`config.mk`:
```
export PLATFORM = sky130hd
export DESIGN_NAME = renkon_linebuf_ctrl
export DESIGN_NICKNAME = d
export VERILOG_FILES = /design/src/design/renkon_pkg.sv /design/src/design/renkon_linebuf_ctrl.sv
export SDC_FILE = /design/constraint.sdc
export NUM_CORES = 1
export LEC_CHECK = 0
export ABC_CLOCK_PERIOD_IN_PS = 3400
export BUFFER_PORTS_ARGS = -buffer_cell sky130_fd_sc_hd__buf_4
export CORE_ASPECT_RATIO = 0.7
export CORE_MARGIN = 3
export CORE_UTILIZATION = 40
export DETAILED_ROUTE_END_ITERATION = 16
export PLACE_DENSITY = 0.64
export RECOVER_POWER = 25
export SYNTH_ARGS = -nofsm -noshare
export SYNTH_HDL_FRONTEND = slang
export SYNTH_SLANG_ARGS = --single-unit
```
`constraint.sdc`:
```
create_clock -name clk -period 3.4 [get_ports clk]
set_clock_uncertainty 0.05 [all_clocks]
set_input_delay 0 -clock clk [delete_from_list [all_inputs] [get_ports clk]]
set_output_delay 0 -clock clk [all_outputs]
set_load 0.01 [all_outputs]
```
`src/design/renkon_pkg.sv`:
```
package renkon_pkg;

  localparam int MAXFIL    = 3;            // Filter edge, also the window rows and columns.
  localparam int MAXIMG    = 8;            // Image width and height.
  localparam int BUFLINE   = MAXFIL + 1;   // One line more than the window is tall.
  localparam int NTAP      = MAXFIL * MAXFIL;
  localparam int DWIDTH    = 16;
  localparam int PWIDTH    = 2 * DWIDTH;   // Full product of two pixels.
  localparam int SWIDTH    = 36;           // Nine products plus growth.
  localparam int ADDRWIDTH = 3;
  localparam int SELWIDTH  = 3;
  localparam int LINEWIDTH = 2;

  typedef logic signed [DWIDTH-1:0] pixel_t;
  typedef logic signed [PWIDTH-1:0] prod_t;
  typedef logic signed [SWIDTH-1:0] sum_t;

  typedef logic [ADDRWIDTH-1:0] addr_t;    // Column address inside one line.
  typedef logic [ADDRWIDTH-1:0] row_t;     // Image row counter.
  typedef logic [LINEWIDTH-1:0] line_idx_t;

  // Write select 0 is no write; 1 to 4 pick lines 0 to 3.
  // Read select 0 is a zero window; k+1 starts the window at line k.
  typedef logic [SELWIDTH-1:0] line_sel_t;

  // Row-major, so w[0] is the top left weight.
  typedef struct packed {
    pixel_t [0:NTAP-1] w;
  } weights_t;

  // Oldest row first, leftmost column first.
  typedef struct packed {
    pixel_t [0:NTAP-1] tap;
  } window_t;

  typedef enum logic [1:0] {
    IDLE,    // Waiting for the first pixel of a frame.
    FILL,    // Rows 0 to 2, writes only.
    STREAM,  // Rows 3 to 7, writes and window reads.
    FLUSH    // Read sweep for the last output row.
  } ctrl_state_t;

endpackage

```
`src/design/renkon_linebuf_ctrl.sv`:
```
`timescale 1ns/100ps

module renkon_linebuf_ctrl (
  input  logic                  clk,
  input  logic                  xrst,
  input  logic                  pixel_valid,
  input  renkon_pkg::pixel_t    pixel_data,
  output logic                  buf_we,
  output logic                  buf_shift,
  output renkon_pkg::line_sel_t buf_wsel,
  output renkon_pkg::line_sel_t buf_rsel,
  output renkon_pkg::addr_t     buf_addr,
  output renkon_pkg::pixel_t    buf_input,
  output logic                  window_valid,
  output logic                  frame_done
);

  renkon_pkg::ctrl_state_t state;
  renkon_pkg::row_t        row;
  renkon_pkg::addr_t       col;
  renkon_pkg::line_sel_t   rd_sel;      // Read select of the step, one cycle ahead of buf_rsel.
  logic [1:0]              win_pipe;
  logic [3:0]              last_pipe;   // Last flush step on its way to frame_done.
  logic                    wr_step;
  logic                    rd_step;
  logic                    col_last;

  assign wr_step  = pixel_valid && (state != renkon_pkg::FLUSH);
  assign rd_step  = (state == renkon_pkg::STREAM && pixel_valid) || state == renkon_pkg::FLUSH;
  assign col_last = col == renkon_pkg::addr_t'(renkon_pkg::MAXIMG - 1);

  always_ff @(posedge clk) begin
    if (!xrst) begin
      state <= renkon_pkg::IDLE;
      row   <= '0;
      col   <= '0;
    end else begin
      case (state)
        renkon_pkg::IDLE:
          if (pixel_valid) state <= renkon_pkg::FILL;
        renkon_pkg::FILL:
          if (pixel_valid && col_last && row == renkon_pkg::row_t'(renkon_pkg::MAXFIL - 1))
            state <= renkon_pkg::STREAM;
        renkon_pkg::STREAM:
          if (pixel_valid && col_last && row == renkon_pkg::row_t'(renkon_pkg::MAXIMG - 1))
            state <= renkon_pkg::FLUSH;
        default:
          if (col_last) state <= renkon_pkg::IDLE;
      endcase
      if (wr_step || rd_step) begin
        col <= col_last ? '0 : col + 1'b1;
      end
      if (wr_step && col_last) begin
        row <= row + 1'b1;  // Wraps to 0 at the frame end, the flush keeps it there.
      end
    end
  end

  // Write and read of the shared address, one cycle after the step.
  always_ff @(posedge clk) begin
    if (!xrst) begin
      buf_we    <= 1'b0;
      buf_wsel  <= '0;
      buf_addr  <= '0;
      rd_sel    <= '0;
      win_pipe  <= '0;
      last_pipe <= '0;
    end else begin
      buf_we   <= wr_step;
      buf_wsel <= wr_step ? renkon_pkg::line_sel_t'(row % renkon_pkg::BUFLINE + 1) : '0;
      if (wr_step || rd_step) begin
        buf_addr <= col;
      end
      // Window starts MAXFIL rows above the row being written.
      rd_sel <= rd_step ? renkon_pkg::line_sel_t'((row + renkon_pkg::BUFLINE - renkon_pkg::MAXFIL)
                                                  % renkon_pkg::BUFLINE + 1) : '0;
      win_pipe  <= {win_pipe[0], rd_step && col >= renkon_pkg::addr_t'(renkon_pkg::MAXFIL - 1)};
      last_pipe <= {last_pipe[2:0], state == renkon_pkg::FLUSH && col_last};
    end
  end

  always_ff @(posedge clk) begin
    buf_input <= pixel_data;
  end

  // Shift follows the read by one cycle to cover the memory latency.
  always_ff @(posedge clk) begin
    if (!xrst) begin
      buf_shift    <= 1'b0;
      buf_rsel     <= '0;
      window_valid <= 1'b0;
      frame_done   <= 1'b0;
    end else begin
      buf_shift    <= rd_sel != '0;
      buf_rsel     <= rd_sel;
      window_valid <= win_pipe[1];
      frame_done   <= last_pipe[3];  // One cycle after the last sum.
    end
  end

endmodule

```
Word level (Yosys, flattened, before mapping)
Cells that the tools add are included.
Widths: inputs -> output; s select.
{"block": "totals", "reg_bits": 46, "in_bits": 19, "latch_bits": 0, "rom_bits": 0, "mem_bits_rw": 0, "out_inout_bits": 29, "wordCells": 53, "n_memories": 0}
{"block": "op_classes", "n_mul": 0, "reduce_logical": 16, "eq_ne": 10, "bitwise_logic": 0, "shift": 0, "order_cmp": 1, "add_sub_neg": 6, "muxes": 6, "div_mod_pow": 0}
{"operator": "$logic_and 1x1->1", "n": 8}
{"operator": "$mux 2", "n": 4}
{"operator": "$add 2x1->3 const B", "n": 2}
{"operator": "$add 3x1->3 const B", "n": 2}
{"operator": "$eq 3x3->1 const B", "n": 2}
{"operator": "$ne 2x2->1 const B", "n": 3}
{"operator": "$pmux 2 s3", "n": 1}
{"operator": "$eq 2x2->1 const B", "n": 2}
{"operator": "$reduce_and 2->1", "n": 2}
{"operator": "$reduce_and 4->1", "n": 1}
{"operator": "$reduce_bool 4->1", "n": 1}
{"operator": "$eq 3x2->1 const B", "n": 1}
{"operator": "$ge 3x2->1 const B", "n": 1}
{"operator": "$mux 3", "n": 1}
{"operator": "$reduce_bool 3->1", "n": 1}
{"operator": "$add 2x1->2 const B", "n": 1}
{"operator": "$eq 2x1->1 const B", "n": 1}
{"operator": "$logic_not 2->1", "n": 1}
{"operator": "$logic_or 1x1->1", "n": 2}
{"operator": "$ne 2x1->1 const B", "n": 1}
{"operator": "$sub 2x2->2 const B", "n": 1}

Longest topological paths before layout
Gate-level depths: netlist of the first run.
{"block": "logic_depth", "ltp_word": 5, "depth_mapped": 6, "depth_no_buf": 6}

Worst setup path after synthesis of the first run
OpenSTA, ideal clock, no wires.
{"block": "synth_timing", "path_kind": "register to register", "from": "reg col[1]", "to": "reg state[0]", "path_stages_with_launch": 7, "t_arrival_ns": 1.193, "setup_slack_ns": 2.039, "required_time_ns": 3.232, "setup_ns": 0.118, "path_buffers": 0, "synth_period_minus_slack_ns": 1.361, "path_cell_list": "dfxtp_1 > ha_1 > ha_1 > nor3_1 > o31ai_2 > nand2_2 > mux2i_1"}
{"block": "synth_via", "elab_chain_len": 5, "elab_cells_between_ends": 8, "classes_between": "eq/ne: 3; reduce/logical: 5"}
{"element": "start: declaration", "line_no": "renkon_linebuf_ctrl.sv:20", "source": "renkon_pkg::addr_t col;"}
{"element": "start signal: assignment", "line_no": "renkon_linebuf_ctrl.sv:51", "source": "col <= col_last ? '0 : col + 1'b1;"}
{"element": "$eq 3x3->1 *", "line_no": "renkon_linebuf_ctrl.sv:30", "source": "assign col_last = col == renkon_pkg::addr_t'(renkon_pkg::MAXIMG - 1);"}
{"element": "$logic_and 1x1->1", "line_no": "renkon_linebuf_ctrl.sv:42, renkon_linebuf_ctrl.sv:45"}
{"element": "$logic_and 1x1->1, on equally long branches", "line_no": "renkon_linebuf_ctrl.sv:42, renkon_linebuf_ctrl.sv:45"}
{"element": "$ne 2x2->1 (no line) / $ne 2x1->1 (equally long branches)"}
{"element": "$reduce_and 4->1 (no line) *"}
{"element": "end signal: assignment", "line_no": "renkon_linebuf_ctrl.sv:43", "source": "state <= renkon_pkg::STREAM;"}
{"element": "end signal: assignment", "line_no": "renkon_linebuf_ctrl.sv:46", "source": "state <= renkon_pkg::FLUSH;"}
{"element": "end signal: assignment", "line_no": "renkon_linebuf_ctrl.sv:48", "source": "if (col_last) state <= renkon_pkg::IDLE;"}
{"element": "end: declaration", "line_no": "renkon_linebuf_ctrl.sv:18", "source": "renkon_pkg::ctrl_state_t state;"}
Every way passes the cells marked *; elsewhere a longest branch is shown, timed or not.
A chain may end at the register's enable or synchronous reset.

Worst setup path after layout of the first run
Ends and elaborated chain as after synthesis.

==> results list, run 1 <==
* Overflow after GRT: 0
- Setup crit end: state[0]$_SDFFE_PN0P_
- Switching portion of total power: 0.2489
- The final route contains 1069 vias.
- The clock drives 46 sinks.
* Final hold slack: between 20 and 25 ps
- Clock power share: 0.279
* Reg-to-reg critical path endpoint: state[0]$_SDFFE_PN0P_
- The clock reaches the later pin of the worst-skew pair after around 280 ps.
* Ranking of synthesized cells by area: sky130_fd_sc_hd__dfxtp_1 (61%), sky130_fd_sc_hd__ha_1 (10%), sky130_fd_sc_hd__and2_1 (4.6%)
- Initial Util: 0.4475
- Dividing the final minimum period by the clock period gives 0.4437.
* Data required time of the worst path: approximately 3500 ps
- Of the cells placed in the final design, the portion with a size suffix greater than 1 is 0.2944.
- Crit path time final: between 1500 and 2000 ps
- Synthesis inferred 46 register bits.
* Worst-case clock buffer depth: 2
- The number of clock buffers added by TritonCTS is 5.
- Met1 GRT Util: 0.1554
- Number of port buffers: between 40 and 50
* Count of cells resized by post-cts repair: 0
- The cell area that synthesis handed to floorplanning was 1504 um2.
* Sequential fraction of design power: 0.547
* # Post-CTS Setup Buffers: 0
- Largest fanout on the critical path: 5
- Crit path buf inv count: 0
- Top delay family on crit path: flip-flops
- Number of synthesis warnings: 0
- Area of the placeable core: 3361 um2
* Global-route total usage across every layer: 0.1335
- Num ports: 48
- Global-route wire length before repair: about 4600 um
* Count of cell instances traversed by the critical path: 6
- Traced cell by cell, the critical path runs through ha_1, ha_1, nor3_1, o31ai_2, nand2_2, mux2i_1.
* Class of the worst hold path: in2reg
- The die covers between 4000 and 5000 um2.
- Entering global routing, the biggest net connects 27 pins.
- Kind of capture point of the worst setup path: register
* Worst setup path class: reg2reg
* Die outline height: between 50 and 60 um
- TritonCTS built the clock tree.
- The via count of the first global-routing pass is a little over 1000.
* Cells after synthesis: around 130
* Proportion of power drawn by combinational gates: 0.174
* Sum of internal, switching and leakage power: between 0.001 and 0.0015 W
* Met3 usage in global routing: 0.04732
- Clock root cell: sky130_fd_sc_hd__clkbuf_8
* Standard-cell row count: 17
* Source of the critical timing path: col[1]$_SDFFE_PN0P_
- The count of final max-slew check failures is 0.
- The first routing iteration left 32 violations.
- The number of nets handed over by synthesis was around 160.
- For this run, global-route usage on met2 was measured as 0.2230.
- Average wire length per cell after detail routing: between 10 and 15 um
- STA classifies the critical path startpoint as a register.
- For this design the static power due to leakage is around 1 nW.
- Clock-pin slew was measured on the worst setup and hold paths at approximately 70 ps.
- Among the stages of the critical path, the cell type that occurs most often is sky130_fd_sc_hd__ha_1.
- Setup violations remaining at the end of the flow were counted as 0.
* Layer with the highest usage: met2
* MaxCap Viol Count: 0
- Top achievable clock speed: about 660 MHz
- The repair_antennas step left the layout with diodes totalling 0.
* Syn-to-layout area delta: 41.76%
- After detailed routing, the total wire length is between 2000 and 3000 um.
- In this run the remaining antenna-violating nets after routing total 0.
* Setup slack on the worst flop-to-flop path: around 1900 ps
- HPWL after DPL: 1920 um
* Area of combinational cells with multiple inputs: around 540 um2
* Pwr dens: 505.2 nW/um2
- The final number of hold-violating endpoints is 0.
- Setup repair after global routing left no endpoint under its margin.
- Dividing the detail-routed via count by the number of cells gives approximately 4.4.
* Worst voltage drop across the vdd grid: approximately 0.34 mV
- On the worst path, the slowest cell contributes a delay of about 410 ps.
* Net switching power: approximately 0.00027 W
- Counting the fill cells in the layout gives around 290.
* Critical-path top delay cell: sky130_fd_sc_hd__dfxtp_1
- P_int: 0.0008090 W
- Synthesized area per cell: between 10 and 15 um2
* CTS Hold Bufs: 16
- Summing all flip-flop and latch instances after layout gives around 920 um2.
- At the pin with the least slew margin, the transition time is approximately 450 ps.
- The worst register-to-register path begins at col[1]$_SDFFE_PN0P_.
- Remaining design rule violation count: 0
- Routability congestion estimate from global placement: between 0.7 and 0.8
- Run status: complete, no violations
* Data arrival time of the worst path: 1640 ps
- Count of unique library cells instantiated by Yosys: 29
* Register area share after synthesis: 0.6123
* Maximum level of the CTS H-tree: 2
* Dominant cell type by area after synthesis: sky130_fd_sc_hd__dfxtp_1
- The number of antenna violations at the first check in global routing was 0.
* Number of iterations in the first detailed-routing pass: 4
* Top cell type's share of synthesized area: 0.6123
* R2R cell count: 6
- Horizontal die dimension: 79.29 um
- After routing, the total negative slack on setup checks comes to 0 ps.
- Slew HR: 0.7017
- Number of nets in the layout: around 230
==> registers in the layout, indices dropped and copies added (netlist names) <==
name / flops
buf_addr: 3
buf_input: 16
buf_rsel: 3
buf_shift: 1
buf_we: 1
buf_wsel: 3
col: 3
frame_done: 1
last_pipe: 4
rd_sel: 3
row: 3
state: 2
win_pipe: 2
window_valid: 1
==> Yosys cell counts, drive strengths merged <==
master,count
a21boi,4
nor3,3
nor2,9
xnor2,2
nand3,1
nor2b,3
a21o,1
and3,2
o311a,1
o31ai,1
nand2,12
buf,2
nand3b,1
dfxtp,46
clkbuf,2
or3,1
inv,5
ha,12
and2,11
nand2b,1
mux2i,3
o211a,1
o21ai,6
a21oi,1
==> cell type report <==
type / instances / share of cell area
Clock inverter: 1 / 0.003521
Multi-Input combinational cell: 76 / 0.2535
Timing Repair Buffer: 63 / 0.2406
Clock buffer: 6 / 0.03404
Sequential cell: 46 / 0.4319
Tap cell: 47 / 0.02758
Inverter: 5 / 0.008803
==> per-layer routing <==
layer	part of all wire	wire [um]
met4	0.011	32
met5	0	0
met3	0.048	134
met2	0.52	1453
met1	0.42	1177
==> per-stage QoR <==
step                      setup WS (ps)    util  cell area, um2  instances
after floorplan                    2039       -            1504        131
after global placement             1960  0.5629            1892        221
after detailed placement           1904  0.5629            1892        221
after CTS                          1889  0.6344            2132        244
after global routing               1775  0.6344            2132        244
final                              1891  0.6344            2132        244
==> logic make-up (layout without fill, tap and decap cells) <==
logic type,Yosys count,after routing,share of synthesized area
compound gates,15,15,0.06988
xor+xnor,2,2,0.01165
fa+ha+maj,12,12,0.09983
buf+inv,9,75,0.02828
flops,46,46,0.6123
mux,3,3,0.01997
simple gates,44,44,0.1581
==> how the worst min path moves through the flow <==
stage,start,endpoint,cells after the start
finish,xrst,row[1]$_SDFFE_PN0P_,2
floorplan,pixel_data[0],buf_input[0]$_DFF_P_,0
detailed placement,pixel_data[6],buf_input[6]$_DFF_P_,1
CTS,pixel_valid,col[1]$_SDFFE_PN0P_,2
global placement,pixel_data[12],buf_input[12]$_DFF_P_,1
global route,xrst,row[1]$_SDFFE_PN0P_,2
==> worst register-to-register path: stages (launching register included) <==
cell	delay (ps)
sky130_fd_sc_hd__dfxtp_1	410
sky130_fd_sc_hd__ha_1	170
sky130_fd_sc_hd__ha_1	230
sky130_fd_sc_hd__nor3_1	80
sky130_fd_sc_hd__o31ai_2	240
sky130_fd_sc_hd__nand2_2	110
sky130_fd_sc_hd__mux2i_1	120
==> power by group through the flow <==
stage | sequential, W | clock, W | combinational, W
after floorplan | 0.000606 | 0 | 0.000111
after global placement | 0.000599 | 0 | 0.000171
after detailed placement | 0.000602 | 0 | 0.000175
after CTS | 0.000590 | 0.000318 | 0.000191
after global routing | 0.000594 | 0.000340 | 0.000213
final | 0.000589 | 0.000301 | 0.000187
==> layout by cell type (no fill, tap or decap), drive strengths merged, types with 4 or more instances in the layout <==
| cell | n |
|---|---|
| inv | 5 |
| dlygate4sd3 | 16 |
| clkbuf | 22 |
| dfxtp | 46 |
| buf | 31 |
| ha | 12 |
| o21ai | 6 |
| and2 | 11 |
| nand2 | 12 |
| a21boi | 4 |
| nor2 | 9 |
Note: power is estimated with default switching activity, not from simulation.
==> run 2: changes to the inputs <==
--- a/config.mk
+++ b/config.mk
@@ -5,7 +5,8 @@
 export SDC_FILE = /design/constraint.sdc
 export NUM_CORES = 1
 export LEC_CHECK = 0
-export ABC_CLOCK_PERIOD_IN_PS = 3400
+export ABC_AREA = 1
+export ABC_CLOCK_PERIOD_IN_PS = 1600
 export BUFFER_PORTS_ARGS = -buffer_cell sky130_fd_sc_hd__buf_4
 export CORE_ASPECT_RATIO = 0.7
 export CORE_MARGIN = 3
==> constraint.sdc (replaced) <==
create_clock -name clk -period 1.6 [get_ports clk]
set_clock_uncertainty 0.05 [all_clocks]
set_input_delay 0 -clock clk [delete_from_list [all_inputs] [get_ports clk]]
set_output_delay 0 -clock clk [all_outputs]
set_load 0.01 [all_outputs]
==> results list, run 2 <==
- TritonCTS buffer count: 5 (unchanged)
- The number of setup buffers added after CTS came to 0 (unchanged).
- Net switching power: 0.0007708 W (+190%)
* Vias in the first global route: 1080 (+6.5%)
* Largest fanout on the critical path: 5 (unchanged)
- The worst setup path is captured at a register.
- The number of routed nets with antenna violations came to 0 (unchanged).
- Number of diodes added for antenna fixing: 0 (unchanged)
* Data arrival time of the worst path: 1590 ps (-50 ps)
- The register clock-pin slew on the reported worst setup and hold paths came to 80 ps (about the same).
- The count of final max-slew check failures was 0 (unchanged).
- The clock power share is 0.253 (-0.026).
* Leakage power summed over all cells: 1.106 nW (+11%)
- The mean instance size in the synthesized netlist came to 9.579 um2 (-17%).
- The total instance count after detailed placement came to 249 (+13%).
* Layer with the highest usage: met2
* Clock sink count: 46 (unchanged)
- The final count of negative-setup-slack endpoints is 0 (unchanged).
* Slew at the pin with the worst max-slew slack: 262.5 ps (-185.0 ps)
* Largest regs: buf_input: 16 flops, last_pipe: 4 flops
* Remaining design rule violation count: 0 (unchanged)
- The number of antenna violations at the first check in global routing was 0 (unchanged).
- Top cell type's share of synthesized area: 0.6123 (unchanged)
* Top achievable clock speed: 700.9 MHz (+5.7%)
- Maximum number of pins on one net before global-route repair: 22 (-19%)
* Class of the worst hold path: in2reg
- The met3 track utilization from global routing is 0.04259 (-0.004732).
- The final wirelength came to 2919 um (+4.4%).
- The area growth from synthesis to layout is 44.34%.
- Worst voltage drop across the vdd grid: 0.7101 mV (+110%)
- Most instantiated library cell after synthesis: sky130_fd_sc_hd__dfxtp_1
- The combinational power share is 0.243 (+0.069).
- The number of unique standard cell types used by synthesis is 18 (-38%).
* MaxCap Viol Count: 0 (unchanged)
- The maximum number of buffers from clock root to sink came to 2 (unchanged).
- Detail-routed via count per cell: 4.292 (-2.0%)
- Average wire length per cell after detail routing: 10.65 um (-7.1%)
* Global-route total usage across every layer: 0.1361 (+0.002631)
* Met1 GRT Util: 0.1602 (+0.004731)
- The final cell count without fillers was 274 (+12%).
- The synthesized design spends more area on one cell type than any other, namely sky130_fd_sc_hd__dfxtp_1.
- The register bit total from synthesis is 46 (unchanged).
- HPWL after DPL: 2130 um (+11%)
* Top FF cell, synth: sky130_fd_sc_hd__dfxtp_1
- The ratio of final minimum period to clock period is 0.8918 (+0.4481).
- Register area share after synthesis: 0.6123 (unchanged)
- The quantity of I/O buffers inserted on ports is 47 (unchanged).
- Number of iterations in the first detailed-routing pass: 4 (unchanged)
* Max FFs per register: 16 (unchanged)
- The number of nets produced by synthesis is 188 (+16%).
- Clock root cell: sky130_fd_sc_hd__clkbuf_8
- Number of nets in the layout: 257 (+13%)
- Clock insertion delay at the later pin of the skew report: 280 ps (about the same)
- The total power per unit cell area is 1207 nW/um2 (+140%).
- Global-route wire length before repair: 4788 um (+3.1%)
- TritonCTS clock tree: built
* Data required time of the worst path: 1760 ps (-1770 ps)
- Cells after synthesis: 157 (+20%)
- Die ar.: 4543 um2 (unchanged)
* Met2 demand-to-capacity share in global routing: 0.2374 (+0.01439)
* Die outline height: 57.30 um (unchanged)
- Setup repair after global routing left no endpoint under its margin.
- Standard-cell row count: 17 (unchanged)
- Starting DRC count in detailed routing: 44 (+38%)
- Crit path time final: 1427 ps (-81.69 ps)
- The number of placed I/O pins came to 48 (unchanged).
- FFs w/ async S/R, synth: 0 (unchanged)
- Number of synthesis warnings: 0 (unchanged)
- Slew HR: 0.8244 (+0.1227)
- The remaining global-route overflow is 0 (unchanged).
* Cell area after synthesis: 1504 um2 (unchanged)
- The flow ran to the end, and the final reports show no timing, DRC or antenna violations.
- By area the synthesized netlist is led by sky130_fd_sc_hd__dfxtp_1 (61%), sky130_fd_sc_hd__ha_1 (10%), sky130_fd_sc_hd__inv_1 (6.7%).
- P_int: 0.001850 W (+130%)
- The library cells used most frequently in the layout, excluding fill and tap cells, are sky130_fd_sc_hd__dfxtp_1 (42), sky130_fd_sc_hd__buf_4 (31), sky130_fd_sc_hd__inv_1 (27).
- The final RePlAce weighted congestion was 0.8284 (+8.4%).
* Area of the placeable core: 3361 um2 (unchanged)
- Post-synth EDFFs: 0 (unchanged)
- The register with the most flip-flops in the final layout is buf_input.
- Via count: 1176 (+10%)
- The net switching share of the total power was 0.2941 (+0.04522).
* Most frequent cells after synthesis: sky130_fd_sc_hd__dfxtp_1 (46), sky130_fd_sc_hd__inv_1 (27), sky130_fd_sc_hd__nand2_1 (21), sky130_fd_sc_hd__nor2_1 (18), sky130_fd_sc_hd__ha_1 (12)
- Horizontal die dimension: 79.29 um (unchanged)
- Most common cell after layout, fill and taps aside: sky130_fd_sc_hd__dfxtp_1
- STA classifies the critical path startpoint as a register.
- The number of H-tree branching levels was 2 (unchanged).
* Worst setup path class: reg2reg
* Sequential fraction of design power: 0.505 (-0.042)
- Share of final-layout standard cells stronger than drive strength 1: 0.2907 (-0.003667)
- The final number of hold-violating endpoints was 0 (unchanged).
* Summed negative setup slack over all endpoints: 0 ps (unchanged)
- Initial Util: 0.4475 (unchanged)
run 2: cell types whose count changed after synthesis, sizes merged, moves of 3 or more:
| cell | change |
|---|---|
| a21boi | -4 |
| a21oi | +7 |
| and2 | -11 |
| inv | +22 |
| mux2i | -3 |
| nand2 | +12 |
| nand3 | +4 |
| nor2 | +10 |
| nor2b | -3 |
run 2: area by class of cell:
cell class / instances / area, um2
fillers: 291 / 1190
multi-input cells: 82 / 475.5
inverters: 27 / 101.3
repair buffers: 64 / 523.0
clock inverters: 2 / 13.76
well taps: 47 / 58.81
flip-flops and latches: 46 / 925.9
clock buffers: 6 / 72.57
run 2: stage by stage:
step	utilization	hold slack (ps)	cell area, um2	power, W	worst slack, ps
after detailed placement	0.5674	55.59	1907	0.001948	99.72
after floorplan	-	-22.28	1504	0.001746	268.0
final	0.6459	38.18	2171	0.002621	173.2
after global routing	0.6459	34.10	2171	0.002802	9.566
after CTS	0.6437	20.61	2163	0.002645	82.23
after global placement	0.5674	55.09	1907	0.001923	194.7
run 2: critical path, cell delays in order (launching register included):
cell and delay, ps:
sky130_fd_sc_hd__dfxtp_2 370, sky130_fd_sc_hd__ha_1 150, sky130_fd_sc_hd__ha_2 210, sky130_fd_sc_hd__nand2_2 80
sky130_fd_sc_hd__nor2_1 220, sky130_fd_sc_hd__o21ai_0 140, sky130_fd_sc_hd__a21oi_1 140
run 2: routing by layer:
metal,vias to the layer above,routed length [um]
met1,537,1196
li1,610,-
met5,-,0
met4,0,19
met2,27,1535
met3,2,168
run 2: cell families after synthesis:
kind of cell | Yosys count | synth area share
DFF | 46 | 0.6123
and+or+nand+nor | 54 | 0.1589
AOI/OAI and AO/OA | 15 | 0.04992
adders and majority gates | 12 | 0.09983
xor gates and xnor gates | 1 | 0.005825
buffers and inverters | 29 | 0.07321
run 2: power by group through the flow:
| stage | combinational [W] | clock (W) | sequential (W) |
|---|---|---|---|
| 2_1_floorplan | 0.000400 | 0 | 0.00135 |
| 3_3_place_gp | 0.000589 | 0 | 0.00133 |
| 3_5_place_dp | 0.000607 | 0 | 0.00134 |
| 4_1_cts | 0.000641 | 0.000689 | 0.00132 |
| 5_1_grt | 0.000724 | 0.000741 | 0.00134 |
| 6_report | 0.000636 | 0.000662 | 0.00132 |
run 2: timing repair:
item,in CTS,in global routing
hold buffers,17,0
gates resized for setup,0,5
endpoints found under the setup margin,0,7
endpoints found under the hold margin,23,0
run 2: path summary, 6_finish.rpt:
| path | startpoint | to | slack, ps | cells past startpoint |
|---|---|---|---|---|
| min | pixel_valid | row[2]$_SDFFE_PN0P_ | 40 | 4 |
| max reg2reg | col[1]$_SDFFE_PN0P_ | row[0]$_SDFFE_PN0P_ | 170 | 6 |
| max | col[1]$_SDFFE_PN0P_ | row[0]$_SDFFE_PN0P_ | 170 | 6 |
| min reg2reg | win_pipe[0]$_SDFF_PN0_ | win_pipe[1]$_SDFF_PN0_ | 360 | 2 |
